[src/array_pkg.sv]
// shared widths, register map and control bits for the transducer array, referenced by scoped name
package array_pkg;

        localparam int DATA_W    = 16;
        localparam int ADDR_W    = 6;
        localparam int CNT_W     = 12;
        localparam int RAM_DEPTH = 1 << ADDR_W;   // 64 words

        typedef logic [DATA_W-1:0] data_t;   // one register word
        typedef logic [ADDR_W-1:0] addr_t;   // register word address
        typedef logic [CNT_W-1:0]  cnt_t;    // period, duty or phase in CLK ticks

        localparam int NUM_CH = 8;

        // register map
        localparam addr_t ADDR_VERSION    = 6'd0;
        localparam addr_t ADDR_CTL        = 6'd1;
        localparam addr_t ADDR_PERIOD     = 6'd2;
        localparam addr_t ADDR_DUTY_BASE  = 6'd16;   // one word per channel
        localparam addr_t ADDR_PHASE_BASE = 6'd32;   // one word per channel

        localparam data_t VERSION_WORD = 16'h0a31;

        // control word bits
        localparam int CTL_SYNC_BIT      = 0;   // host sets, sequencer clears after the load
        localparam int CTL_OUT_EN_BIT    = 1;
        localparam int CTL_FORCE_FAN_BIT = 2;

        // sequencer states
        // names give what the state captures first and what it issues second
        typedef enum logic [2:0] {
                ST_WR_VER,       // version write in flight
                ST_REQ_PERIOD,   // first period request of a pass
                ST_RD_CTL,       // capture control word, reissue its address
                ST_RD_PERIOD,    // capture period, reissue its address
                ST_SYNC_REQ,     // second duty/phase request, nothing to capture yet
                ST_SYNC_RD,      // capture one duty/phase word per cycle
                ST_SYNC_LOAD,    // shadows to channels, start sync bit clear
                ST_SYNC_CLR      // write back in flight, restart polling
        } seq_state_t;

endpackage

[src/ctl_ram_if.sv]
// sequencer side of the register RAM; the sequencer drives the seq modport, the RAM takes mem
`timescale 1ns/100ps

interface ctl_ram_if;

        array_pkg::addr_t addr;
        logic             we;
        array_pkg::data_t wdata;
        array_pkg::data_t rdata;   // one cycle after addr

        modport seq (
                output addr,
                output we,
                output wdata,
                input  rdata
        );

        modport mem (
                input  addr,
                input  we,
                input  wdata,
                output rdata
        );

endinterface

[src/array_sequencer.sv]
// moves register RAM contents into drive settings; polls control and period, runs syncs
`timescale 1ns/100ps

module array_sequencer (
        input  logic            CLK,
        input  logic            arst_n,
        ctl_ram_if.seq          ram,
        output logic            load,
        output array_pkg::cnt_t period,
        output array_pkg::cnt_t duty [array_pkg::NUM_CH],
        output array_pkg::cnt_t phase [array_pkg::NUM_CH],
        output logic            sync_set,
        output logic            out_en,
        output logic            force_fan
);

        array_pkg::seq_state_t state;

        array_pkg::data_t ctl_reg;              // control word as last polled
        array_pkg::cnt_t  duty_sh [array_pkg::NUM_CH];
        array_pkg::cnt_t  phase_sh [array_pkg::NUM_CH];
        logic [4:0]       req_idx;              // next duty/phase word to request, 0..16
        logic [3:0]       rd_idx;               // duty/phase word being captured

        // word k of the sync block, duties first then phases
        function automatic array_pkg::addr_t sync_addr(input logic [3:0] k);
                array_pkg::addr_t base;
                base = k[3] ? array_pkg::ADDR_PHASE_BASE : array_pkg::ADDR_DUTY_BASE;
                return base + array_pkg::addr_t'(k[2:0]);
        endfunction

        assign out_en    = ctl_reg[array_pkg::CTL_OUT_EN_BIT];
        assign force_fan = ctl_reg[array_pkg::CTL_FORCE_FAN_BIT];

        // read data arrives two states after the address is issued
        always_ff @(posedge CLK or negedge arst_n) begin
                if (!arst_n) begin
                        state     <= array_pkg::ST_WR_VER;
                        ram.we    <= 1'b1;     // version write lands on the first edge
                        ram.addr  <= array_pkg::ADDR_VERSION;
                        ram.wdata <= array_pkg::VERSION_WORD;
                        ctl_reg   <= '0;
                        period    <= '0;
                        duty      <= '{default: '0};
                        phase     <= '{default: '0};
                        load      <= 1'b0;
                        sync_set  <= 1'b0;
                        req_idx   <= '0;
                        rd_idx    <= '0;
                end else begin
                        case (state)
                        array_pkg::ST_WR_VER: begin
                                ram.we   <= 1'b0;
                                ram.addr <= array_pkg::ADDR_CTL;
                                state    <= array_pkg::ST_REQ_PERIOD;
                        end
                        array_pkg::ST_REQ_PERIOD: begin
                                ram.addr <= array_pkg::ADDR_PERIOD;
                                state    <= array_pkg::ST_RD_CTL;
                        end
                        array_pkg::ST_RD_CTL: begin
                                ctl_reg <= ram.rdata;
                                if (ram.rdata[array_pkg::CTL_SYNC_BIT]) begin
                                        ram.addr <= sync_addr(4'd0);
                                        req_idx  <= 5'd1;
                                        rd_idx   <= '0;
                                        state    <= array_pkg::ST_SYNC_REQ;
                                end else begin
                                        ram.addr <= array_pkg::ADDR_CTL;   // for the next pass
                                        state    <= array_pkg::ST_RD_PERIOD;
                                end
                        end
                        array_pkg::ST_RD_PERIOD: begin
                                period   <= ram.rdata[array_pkg::CNT_W-1:0];
                                ram.addr <= array_pkg::ADDR_PERIOD;
                                state    <= array_pkg::ST_RD_CTL;
                        end
                        array_pkg::ST_SYNC_REQ: begin
                                ram.addr <= sync_addr(req_idx[3:0]);
                                req_idx  <= req_idx + 5'd1;
                                state    <= array_pkg::ST_SYNC_RD;
                        end
                        array_pkg::ST_SYNC_RD: begin
                                // bit 3 picks the phase block, low bits the channel
                                if (rd_idx[3])
                                        phase_sh[rd_idx[2:0]] <= ram.rdata[array_pkg::CNT_W-1:0];
                                else
                                        duty_sh[rd_idx[2:0]] <= ram.rdata[array_pkg::CNT_W-1:0];
                                if (req_idx != 5'd16) begin
                                        ram.addr <= sync_addr(req_idx[3:0]);
                                        req_idx  <= req_idx + 5'd1;
                                end
                                if (rd_idx == 4'd15)
                                        state <= array_pkg::ST_SYNC_LOAD;
                                else
                                        rd_idx <= rd_idx + 4'd1;
                        end
                        array_pkg::ST_SYNC_LOAD: begin
                                duty      <= duty_sh;
                                phase     <= phase_sh;
                                load      <= 1'b1;
                                sync_set  <= 1'b1;
                                ram.we    <= 1'b1;
                                ram.addr  <= array_pkg::ADDR_CTL;
                                ram.wdata <= ctl_reg &
                                        ~(array_pkg::data_t'(1) << array_pkg::CTL_SYNC_BIT);
                                state     <= array_pkg::ST_SYNC_CLR;
                        end
                        array_pkg::ST_SYNC_CLR: begin
                                load     <= 1'b0;
                                sync_set <= 1'b0;
                                ram.we   <= 1'b0;
                                ram.addr <= array_pkg::ADDR_CTL;   // re-read sees the cleared bit
                                state    <= array_pkg::ST_REQ_PERIOD;
                        end
                        default: begin
                                ram.we <= 1'b0;
                                state  <= array_pkg::ST_WR_VER;
                        end
                        endcase
                end
        end

        a_load_sync: assert property (@(posedge CLK) disable iff (!arst_n)
                load == sync_set)
                else $error("load and sync_set differ");

endmodule

[src/array_top.sv]
// top level of the transducer array controller; host bus in, drive lines out
`timescale 1ns/100ps

module array_top (
        input  logic                         CLK,
        input  logic                         arst_n,
        input  logic                         cpu_en,
        input  logic                         cpu_we,
        input  array_pkg::addr_t             cpu_addr,
        input  array_pkg::data_t             cpu_wdata,
        output array_pkg::data_t             cpu_rdata,
        output logic [array_pkg::NUM_CH-1:0] drive,
        output logic                         sync_set,
        output logic                         force_fan
);

        ctl_ram_if ram_bus ();

        logic                         load;
        logic                         out_en;
        array_pkg::cnt_t              period;
        array_pkg::cnt_t              duty [array_pkg::NUM_CH];
        array_pkg::cnt_t              phase [array_pkg::NUM_CH];
        logic [array_pkg::NUM_CH-1:0] pulse;

        ctl_ram u_ram (
                .CLK       (CLK),
                .cpu_en    (cpu_en),
                .cpu_we    (cpu_we),
                .cpu_addr  (cpu_addr),
                .cpu_wdata (cpu_wdata),
                .cpu_rdata (cpu_rdata),
                .port      (ram_bus.mem)
        );

        array_sequencer u_seq (
                .CLK       (CLK),
                .arst_n    (arst_n),
                .ram       (ram_bus.seq),
                .load      (load),
                .period    (period),
                .duty      (duty),
                .phase     (phase),
                .sync_set  (sync_set),
                .out_en    (out_en),
                .force_fan (force_fan)
        );

        // all channels share period and load
        for (genvar i = 0; i < array_pkg::NUM_CH; i++) begin : g_ch
                channel_driver u_ch (
                        .CLK    (CLK),
                        .arst_n (arst_n),
                        .load   (load),
                        .period (period),
                        .duty   (duty[i]),
                        .phase  (phase[i]),
                        .pulse  (pulse[i])
                );
        end

        drive_output u_out (
                .CLK    (CLK),
                .arst_n (arst_n),
                .out_en (out_en),
                .pulse  (pulse),
                .drive  (drive)
        );

endmodule

[src/channel_driver.sv]
// one transducer channel; free-running period counter with pulse-width output
`timescale 1ns/100ps

module channel_driver (
        input  logic            CLK,
        input  logic            arst_n,
        input  logic            load,
        input  array_pkg::cnt_t period,
        input  array_pkg::cnt_t duty,
        input  array_pkg::cnt_t phase,
        output logic            pulse
);

        array_pkg::cnt_t cnt;
        logic            at_end;

        // also catches a count left above a period that just shrank
        assign at_end = (cnt >= period - array_pkg::cnt_t'(1));

        always_ff @(posedge CLK or negedge arst_n) begin
                if (!arst_n) begin
                        cnt <= '0;
                end else if (period == '0) begin
                        cnt <= '0;                  // channel idle
                end else if (load) begin
                        cnt <= phase % period;      // align all channels on sync
                end else if (at_end) begin
                        cnt <= '0;
                end else begin
                        cnt <= cnt + array_pkg::cnt_t'(1);
                end
        end

        assign pulse = (period != '0) && (cnt < duty);   // raw, registered downstream

endmodule

[src/ctl_ram.sv]
// dual-port register RAM shared by the host bus and the array sequencer, both on CLK
`timescale 1ns/100ps

module ctl_ram (
        input  logic             CLK,
        input  logic             cpu_en,
        input  logic             cpu_we,
        input  array_pkg::addr_t cpu_addr,
        input  array_pkg::data_t cpu_wdata,
        output array_pkg::data_t cpu_rdata,
        ctl_ram_if.mem           port
);

        array_pkg::data_t mem [array_pkg::RAM_DEPTH];

        logic host_wr;
        logic seq_wr;

        assign host_wr = cpu_en && cpu_we;
        // host owns the word when both ports write it in the same cycle
        assign seq_wr  = port.we && !(host_wr && (cpu_addr == port.addr));

        always_ff @(posedge CLK) begin
                if (host_wr)
                        mem[cpu_addr] <= cpu_wdata;
                if (seq_wr)
                        mem[port.addr] <= port.wdata;
        end

        // host read data only moves on an access, so it holds between strobes
        always_ff @(posedge CLK) begin
                if (cpu_en)
                        cpu_rdata <= mem[cpu_addr];
        end

        always_ff @(posedge CLK) begin
                port.rdata <= mem[port.addr];   // read-before-write on a collision
        end

        a_cpu_addr: assert property (@(posedge CLK)
                cpu_en |-> !$isunknown(cpu_addr) && (int'(cpu_addr) < array_pkg::RAM_DEPTH))
                else $error("host address out of range");

        a_seq_addr: assert property (@(posedge CLK)
                port.we |-> !$isunknown(port.addr) && (int'(port.addr) < array_pkg::RAM_DEPTH))
                else $error("sequencer write address out of range");

endmodule

[src/drive_output.sv]
// output stage; gates every raw channel pulse with the enable bit and registers it
`timescale 1ns/100ps

module drive_output (
        input  logic                       CLK,
        input  logic                       arst_n,
        input  logic                       out_en,
        input  logic [array_pkg::NUM_CH-1:0] pulse,
        output logic [array_pkg::NUM_CH-1:0] drive
);

        always_ff @(posedge CLK or negedge arst_n) begin
                if (!arst_n)
                        drive <= '0;
                else if (out_en)
                        drive <= pulse;
                else
                        drive <= '0;   // transducers idle
        end

        a_drive_off: assert property (@(posedge CLK) disable iff (!arst_n)
                !out_en |=> (drive == '0))
                else $error("drive active after out_en cleared");

endmodule

[config.mk]
export PLATFORM = sky130hd
export DESIGN_NAME = array_top
export DESIGN_NICKNAME = d
export VERILOG_FILES = /design/src/array_pkg.sv /design/src/ctl_ram_if.sv /design/src/array_sequencer.sv /design/src/array_top.sv /design/src/channel_driver.sv /design/src/ctl_ram.sv /design/src/drive_output.sv
export SDC_FILE = /design/constraint.sdc
export NUM_CORES = 2
export LEC_CHECK = 0
export BUFFER_PORTS_ARGS = -buffer_cell sky130_fd_sc_hd__buf_2
export CAP_MARGIN = 20
export CELL_PAD_IN_SITES_DETAIL_PLACEMENT = 0
export CELL_PAD_IN_SITES_GLOBAL_PLACEMENT = 1
export CORE_MARGIN = 5
export CORE_UTILIZATION = 50
export CTS_BUF_LIST = sky130_fd_sc_hd__clkbuf_4 sky130_fd_sc_hd__clkbuf_8
export DETAILED_ROUTE_END_ITERATION = 6
export MAX_ROUTING_LAYER = met4
export PLACE_DENSITY_LB_ADDON = 0.2
export SYNTH_ARGS = -nofsm -noshare
export SYNTH_HDL_FRONTEND = slang
export SYNTH_SLANG_ARGS = --single-unit
[constraint.sdc]
create_clock -name CLK -period 28.9 [get_ports CLK]
set_input_delay 0 -clock CLK [delete_from_list [all_inputs] [get_ports CLK]]
set_output_delay 0 -clock CLK [all_outputs]
set_load 0.02 [all_outputs]
**Word level (Yosys, flattened, before mapping)**

Memory sizes are Yosys's and may differ from the RTL's. A register that Yosys moved wholly into a read port is not among the register bits.
Index checks and enable logic that the tools add are counted.

- Input port bits: 26
- Output and inout port bits: 26
- Memories kept: 1
- RAM bits: 1024
- Word-level logic and storage cells: 180
- Register bits after elaboration: 552

- Mux-type cells: 48
- Bitwise logic cells: 2
- Magnitude comparators: 18
- Equality and inequality tests: 14
- Div/mod/pow operators: 8
- Reduce and logical (&&, ||, !) cells: 27
- Add/subtract/negate cells: 12

Memory list:

| name | depth | bits a word | read ports | clocked after memory_dff | write ports | line | source |
|---|---|---|---|---|---|---|---|
| u_ram.mem | 64 | 16 | 2 | 2 | 2 | ctl_ram.sv:14 | `array_pkg::data_t mem [array_pkg::RAM_DEPTH];` |

Operators by type and width:

| cell | count |
|---|---|
| two-way mux 12 bit | 25 |
| bitwise mux 96 bit | 2 |
| adder 12 x 1 -> 12 bit, second input constant | 8 |
| greater-or-equal comparator 12 bit | 8 |
| less-than comparator 12 bit | 8 |
| remainder unit 12 x 12 -> 12 bit | 8 |
| demux 12 bit (select 3 bit) | 1 |
| case mux 6 bit (5 select lines) | 1 |
| case mux 3 bit (6 select lines) | 1 |
| two-way mux 5 bit | 3 |
| case mux 5 bit (3 select lines) | 1 |
| equality test 3 bit, second input constant | 4 |
| logical AND 1 bit | 12 |
| zero test 12 bit | 1 |
| two-way mux 6 bit | 2 |
| AND reduction 3 bit | 4 |
| nonzero test 12 bit | 1 |
| subtractor 12 x 1 -> 12 bit, second input constant | 1 |
| two-way mux 4 bit | 2 |
| two-way mux 8 bit | 1 |
| case mux 4 bit (2 select lines) | 1 |
| adder 6 x 3 -> 6 bit | 1 |
| equality test 3 x 2 -> 1 bit, second input constant | 2 |
| equality test 6 bit | 1 |
| other kinds (20) | 30 |

**Logic depth before layout (Yosys ltp)**

- Depth in word-level cells: 6
- Mapped depth: 92

**Cells and area by module**

Synthesis repeated with hierarchy kept, for this count alone.

- Cells, all modules: 11598
- Area total of the unflattened synthesis: 121594.1 um2

Modules (own cells, without submodules):

| module | sequential area each (um2) | area an instance (um2) | times used | cells each |
|---|---|---|---|---|
| ctl_ram | 31550.3 | 61051.1 | 1 | 4822 |
| channel_driver at g_ch[0].u_ch ... | 300.3 | 5456.5 | 4 | 736 |
| channel_driver at g_ch[5].u_ch ... | 300.3 | 5585.4 | 3 | 744 |
| array_sequencer | 12129.1 | 15991.6 | 1 | 815 |
| channel_driver at g_ch[1].u_ch | 300.3 | 5719.2 | 1 | 769 |
| drive_output | 200.2 | 250.2 | 1 | 16 |

**Worst setup path before layout**

OpenSTA, ideal clock, no wires.

- Path type: register to register
- Start point: register u_seq.period[0]
- End point: register g_ch[7].u_ch.cnt[9]
- Arrival: 21.465 ns
- Buffers on the path: 5
- Cell stages (with the launch flop): 84
- Setup time: 0.126 ns
- Slack: 7.309 ns
- Required time: 28.774 ns
- Cells stage by stage: dfrtp_1 > inv_1 > ha_1 > a21oi_1 > ha_1 > o21ai_0 > a2111o_1 > nand2_1 > o21ai_0 > ha_1 > o211ai_1 > a2111oi_4 > inv_1 > a22o_1 > ha_1 > and2_1 > o31a_1 > o21ai_0 > [48 not listed] > a21oi_1 > o211ai_1 > a21boi_0 > o21a_1 > clkbuf_1 > nor2_1 > a221o_1 > ha_1 > a21o_1 > a21oi_1 > o221ai_1 > a21o_1 > a21oi_1 > or3_1 > clkbuf_1 > clkbuf_1 > nor3_1 > a311o_1

- Longest elaborated chain between the ends: 5

Ends and longest elaborated chain:

| element | line | source |
|---|---|---|
| start: declaration | array_sequencer.sv:9 | `output array_pkg::cnt_t period,` |
| start signal: assignment | array_sequencer.sv:74 | `period <= ram.rdata[array_pkg::CNT_W-1:0];` |
| branches (longest 4 deep; another with remainder unit 12 x 12 -> 12 bit) | -- |  |
| two-way mux 12 bit (*) | channel_driver.sv:23 | `end else if (period == '0) begin` |
| end signal: assignment | channel_driver.sv:26 | `cnt <= phase % period;` |
| end signal: assignment | channel_driver.sv:30 | `cnt <= cnt + array_pkg::cnt_t'(1);` |
| end: declaration | channel_driver.sv:14 | `array_pkg::cnt_t cnt;` |

Every way passes the cells marked *.
A chain may end at the register's enable or synchronous reset.

**Worst setup path after layout**

- Start point: register u_seq.period[3]
- End point: register g_ch[1].u_ch.cnt[5]

- Longest elaborated chain between the ends: 5

Ends and longest elaborated chain:

| element | line |
|---|---|
| branches (longest 4 deep; another with remainder unit 12 x 12 -> 12 bit) | -- |
| two-way mux 12 bit (*) | channel_driver.sv:23 |
| end signal: assignment | channel_driver.sv:26 |
| end signal: assignment | channel_driver.sv:30 |
| end: declaration | channel_driver.sv:14 |

Marked as above.

==> results.tsv <==
stage	metric	value	unit
cts	cts_buffer_depth	4	
placed_design	postPlaceCellArea	109000	sq um
timing	tns	0	ps
timing	timing.fmax	40.8	MHz
placed_design	portBuffers	51	
synthesis	synth_fp_nets	10400	
synthesis	synth-edff-count	1232	
die	dieArea	218000	sq um
synthesis	yosysSeqAreaShare	0.444	
global_routing	grt_start_max_net_pins	97	
critical_path	path_common_cell	ha_1	
timing	report.final.slew_viol_count	0	
global_routing	antenna_found_initial	19	
run	maxCapViolCount	0	
critical_path	cp-end-kind	flop	
timing	skew	91.5	ps
synthesis	syn-cell-area	104000	sq um
die	fp.dieW	467	um
route	drc_errors	0	
die	die_y	467	um
timing	setup_viol	0	
synthesis	syn_area_per_cell	10.9	sq um
global_routing	overflow	0	
cts	path_clk_slew	60	ps
cts	cts_num_sinks	1606	
route	viasPerCell	6.72	
timing	finalHoldViolations	0	
min_path	hp-class	primary input to flop	
critical_path	arrival	25350	ps
timing	tightest_slew	1220	ps
route	ant_nets	0	
die	start_util	0.503	
outcome	status	completed	
critical_path	slowest_stage	nor4_2	
die	core	207000	sq um
finish	multi_input_area	55200	sq um
timing	slew-limit-headroom	0.187	
global_routing	grt_pass1_wl	552000	um
timing	rsz0062_at_grt	no	
synthesis	netlist_instances	9565	
route	first_pass_iters	7	
critical_path	worstSetupStartpointType	flop	
critical_path	worstSetupPathType	flop to flop	
critical_path	r2r_cells	74	
cts	cts_tree	done	
timing	finalCriticalPeriod	24530	ps
synthesis	ys_warn_count	0	
finish	nFillCells	17800	
global_routing	track_usage	0.350	
route	drt_iter0_markers	9573	
cts	cts-root-buf	clkbuf_8	
min_path	min_path_cells	2	
synthesis	synth-seq-cells	1606	
timing	finalCritPeriodShare	0.849	
synthesis	ys.flop_type	edfxtp_1	
die	ios	52	
finish	fin_nets	10500	
synthesis	ys_types	95	
finish	final-seq-area	46300	sq um
cts	h-tree-depth	5	
cts	post_cts_buffers	0	
synthesis	async_reset_ff_frac	0.223	
placed_design	hpwlAfterDp	243000	um
cts	cts-resized-gates	0	
global_routing	grt_pass1_vias	83100	
route	num_vias	85100	
finish	syn2layout_area_growth	10.0	%
critical_path	crit_path_max_incr_delay	1030	ps
finish	largest_reg_flops	1024	
route	wl_per_cell	30.1	um
cts	cts_made_buffers	295	
cts	insertion_delay	1020	ps
cts	holdBufCountCts	33	
critical_path	required	29720	ps
critical_path	crit_fanout	23	
finish	final_area	115000	sq um
finish	drive_gt1_frac	0.189	
finish	regMostFlops	u_ram.mem	
route	routed_wl	381000	um
die	rows	167	
placed_design	gp_congestion	0.951	
-- metrics by stage --
stage / util / hold slack, ps / worst slack (ps) / std cells
3_3_place_gp: 0.523 / 49.1 / 4500 / 12100
3_5_place_dp: 0.524 / 49.0 / 4290 / 12100
5_1_grt: 0.553 / 67.4 / 2470 / 12700
4_1_cts: 0.553 / 27.1 / 4130 / 12600
2_1_floorplan: - / -296 / 7310 / 9565
6_report: 0.553 / 115 / 4370 / 12700
-- synth_stat cells (all sizes together), types with 52 or more instances --
cell | count | area share
nand4 | 143 | 0.0086
or2 | 57 | 0.0034
buf | 64 | 0.0025
nor4 | 52 | 0.0031
a211oi | 64 | 0.0046
nor2 | 535 | 0.019
a31oi | 187 | 0.011
o211ai | 119 | 0.0086
or3 | 94 | 0.0056
nand2 | 434 | 0.016
a22oi | 507 | 0.037
dfrtp | 352 | 0.084
xor2 | 149 | 0.013
nand3 | 174 | 0.0084
a21o | 219 | 0.016
nor2b | 56 | 0.0034
and2 | 63 | 0.0038
a22o | 146 | 0.012
o21ai | 342 | 0.016
a21oi | 443 | 0.021
a221oi | 149 | 0.013
and3 | 68 | 0.0041
ha | 828 | 0.099
nand2b | 72 | 0.0043
nor3 | 249 | 0.012
inv | 307 | 0.011
xnor2 | 243 | 0.020
edfxtp | 1232 | 0.35
mux2 | 832 | 0.090
clkbuf | 499 | 0.018
o21a | 167 | 0.012
mux2i | 74 | 0.0071
-- final timing paths --
kind | from | endpoint | slack (ps)
hold / removal | cpu_wdata[13] | u_ram.mem[60][13]$_DFFE_PP_ | 120
hold reg to reg | u_seq.duty_sh[28]$_DFFE_PP_ | u_seq.duty[28]$_DFFE_PN0P_ | 410
setup / recovery | u_seq.period[3]$_DFFE_PN0N_ | g_ch[1].u_ch.cnt[5]$_DFF_PN0_ | 4370
min in group asynchronous | arst_n | u_seq.rd_idx[1]$_DFFE_PN0P_ | 280
max in group asynchronous | arst_n | u_seq.ram.addr[5]$_DFFE_PN0P_ | 25610
setup reg to reg | u_seq.period[3]$_DFFE_PN0N_ | g_ch[1].u_ch.cnt[5]$_DFF_PN0_ | 4370
-- logic make-up (layout without fill, tap and decap cells) --
| family | after synthesis | after routing | share of synthesized area |
|---|---|---|---|
| flip-flops | 1606 | 1606 | 0.444 |
| AND/OR/NAND/NOR | 2103 | 2103 | 0.0999 |
| XOR/XNOR | 392 | 392 | 0.0329 |
| adder cells (fa/ha/maj) | 836 | 836 | 0.101 |
| AO/OA/AOI/OAI | 2851 | 2851 | 0.194 |
| other | 0 | 16 | 0 |
| multiplexers | 906 | 906 | 0.0970 |
| buffers and inverters | 871 | 1165 | 0.0316 |
-- worst max-delay path, delay by kind of cell, from the launching register on --
| family | cells | cell delay [ps] |
|---|---|---|
| flops | 1 | 680 |
| compound gates | 42 | 13700 |
| simple gates | 14 | 4140 |
| fa+ha+maj | 11 | 3630 |
| buf+inv | 4 | 880 |
| mux | 3 | 1260 |
-- cell usage in the layout (no fill, tap or decap), drive strengths merged, types with 167 or more instances in the layout --
| master | netlist | layout |
|---|---|---|
| nor2 | 535 | 535 |
| mux2 | 832 | 832 |
| inv | 307 | 309 |
| o21a | 167 | 167 |
| a21oi | 443 | 443 |
| nand2 | 434 | 434 |
| clkbuf | 499 | 421 |
| dfrtp | 352 | 352 |
| nor3 | 249 | 249 |
| ha | 828 | 828 |
| edfxtp | 1232 | 1232 |
| xnor2 | 243 | 243 |
| a22oi | 507 | 507 |
| nand3 | 174 | 174 |
| a21o | 219 | 219 |
| buf | 64 | 329 |
| a31oi | 187 | 187 |
| o21ai | 342 | 342 |
-- per-layer routing --
layer  share of wire  vias up  track usage
met5               0        -            -
met4           0.066        0        0.200
met3           0.087     1202       0.0653
met2            0.46     4401        0.550
met1            0.39    41900        0.425
li1                -    37600            -
-- area by class of cell --
cell class,count,share of cell area
diodes,16,0.000349
inverters,308,0.0103
well taps,2788,0.0304
clock inverters,74,0.00474
clock buffers,421,0.0447
multi-input cells,7088,0.481
flip-flops and latches,1606,0.403
repair buffers,362,0.0252
Power is not shown: default switching activity piles up to over one toggle a cycle in this logic, so the estimate is an artifact.
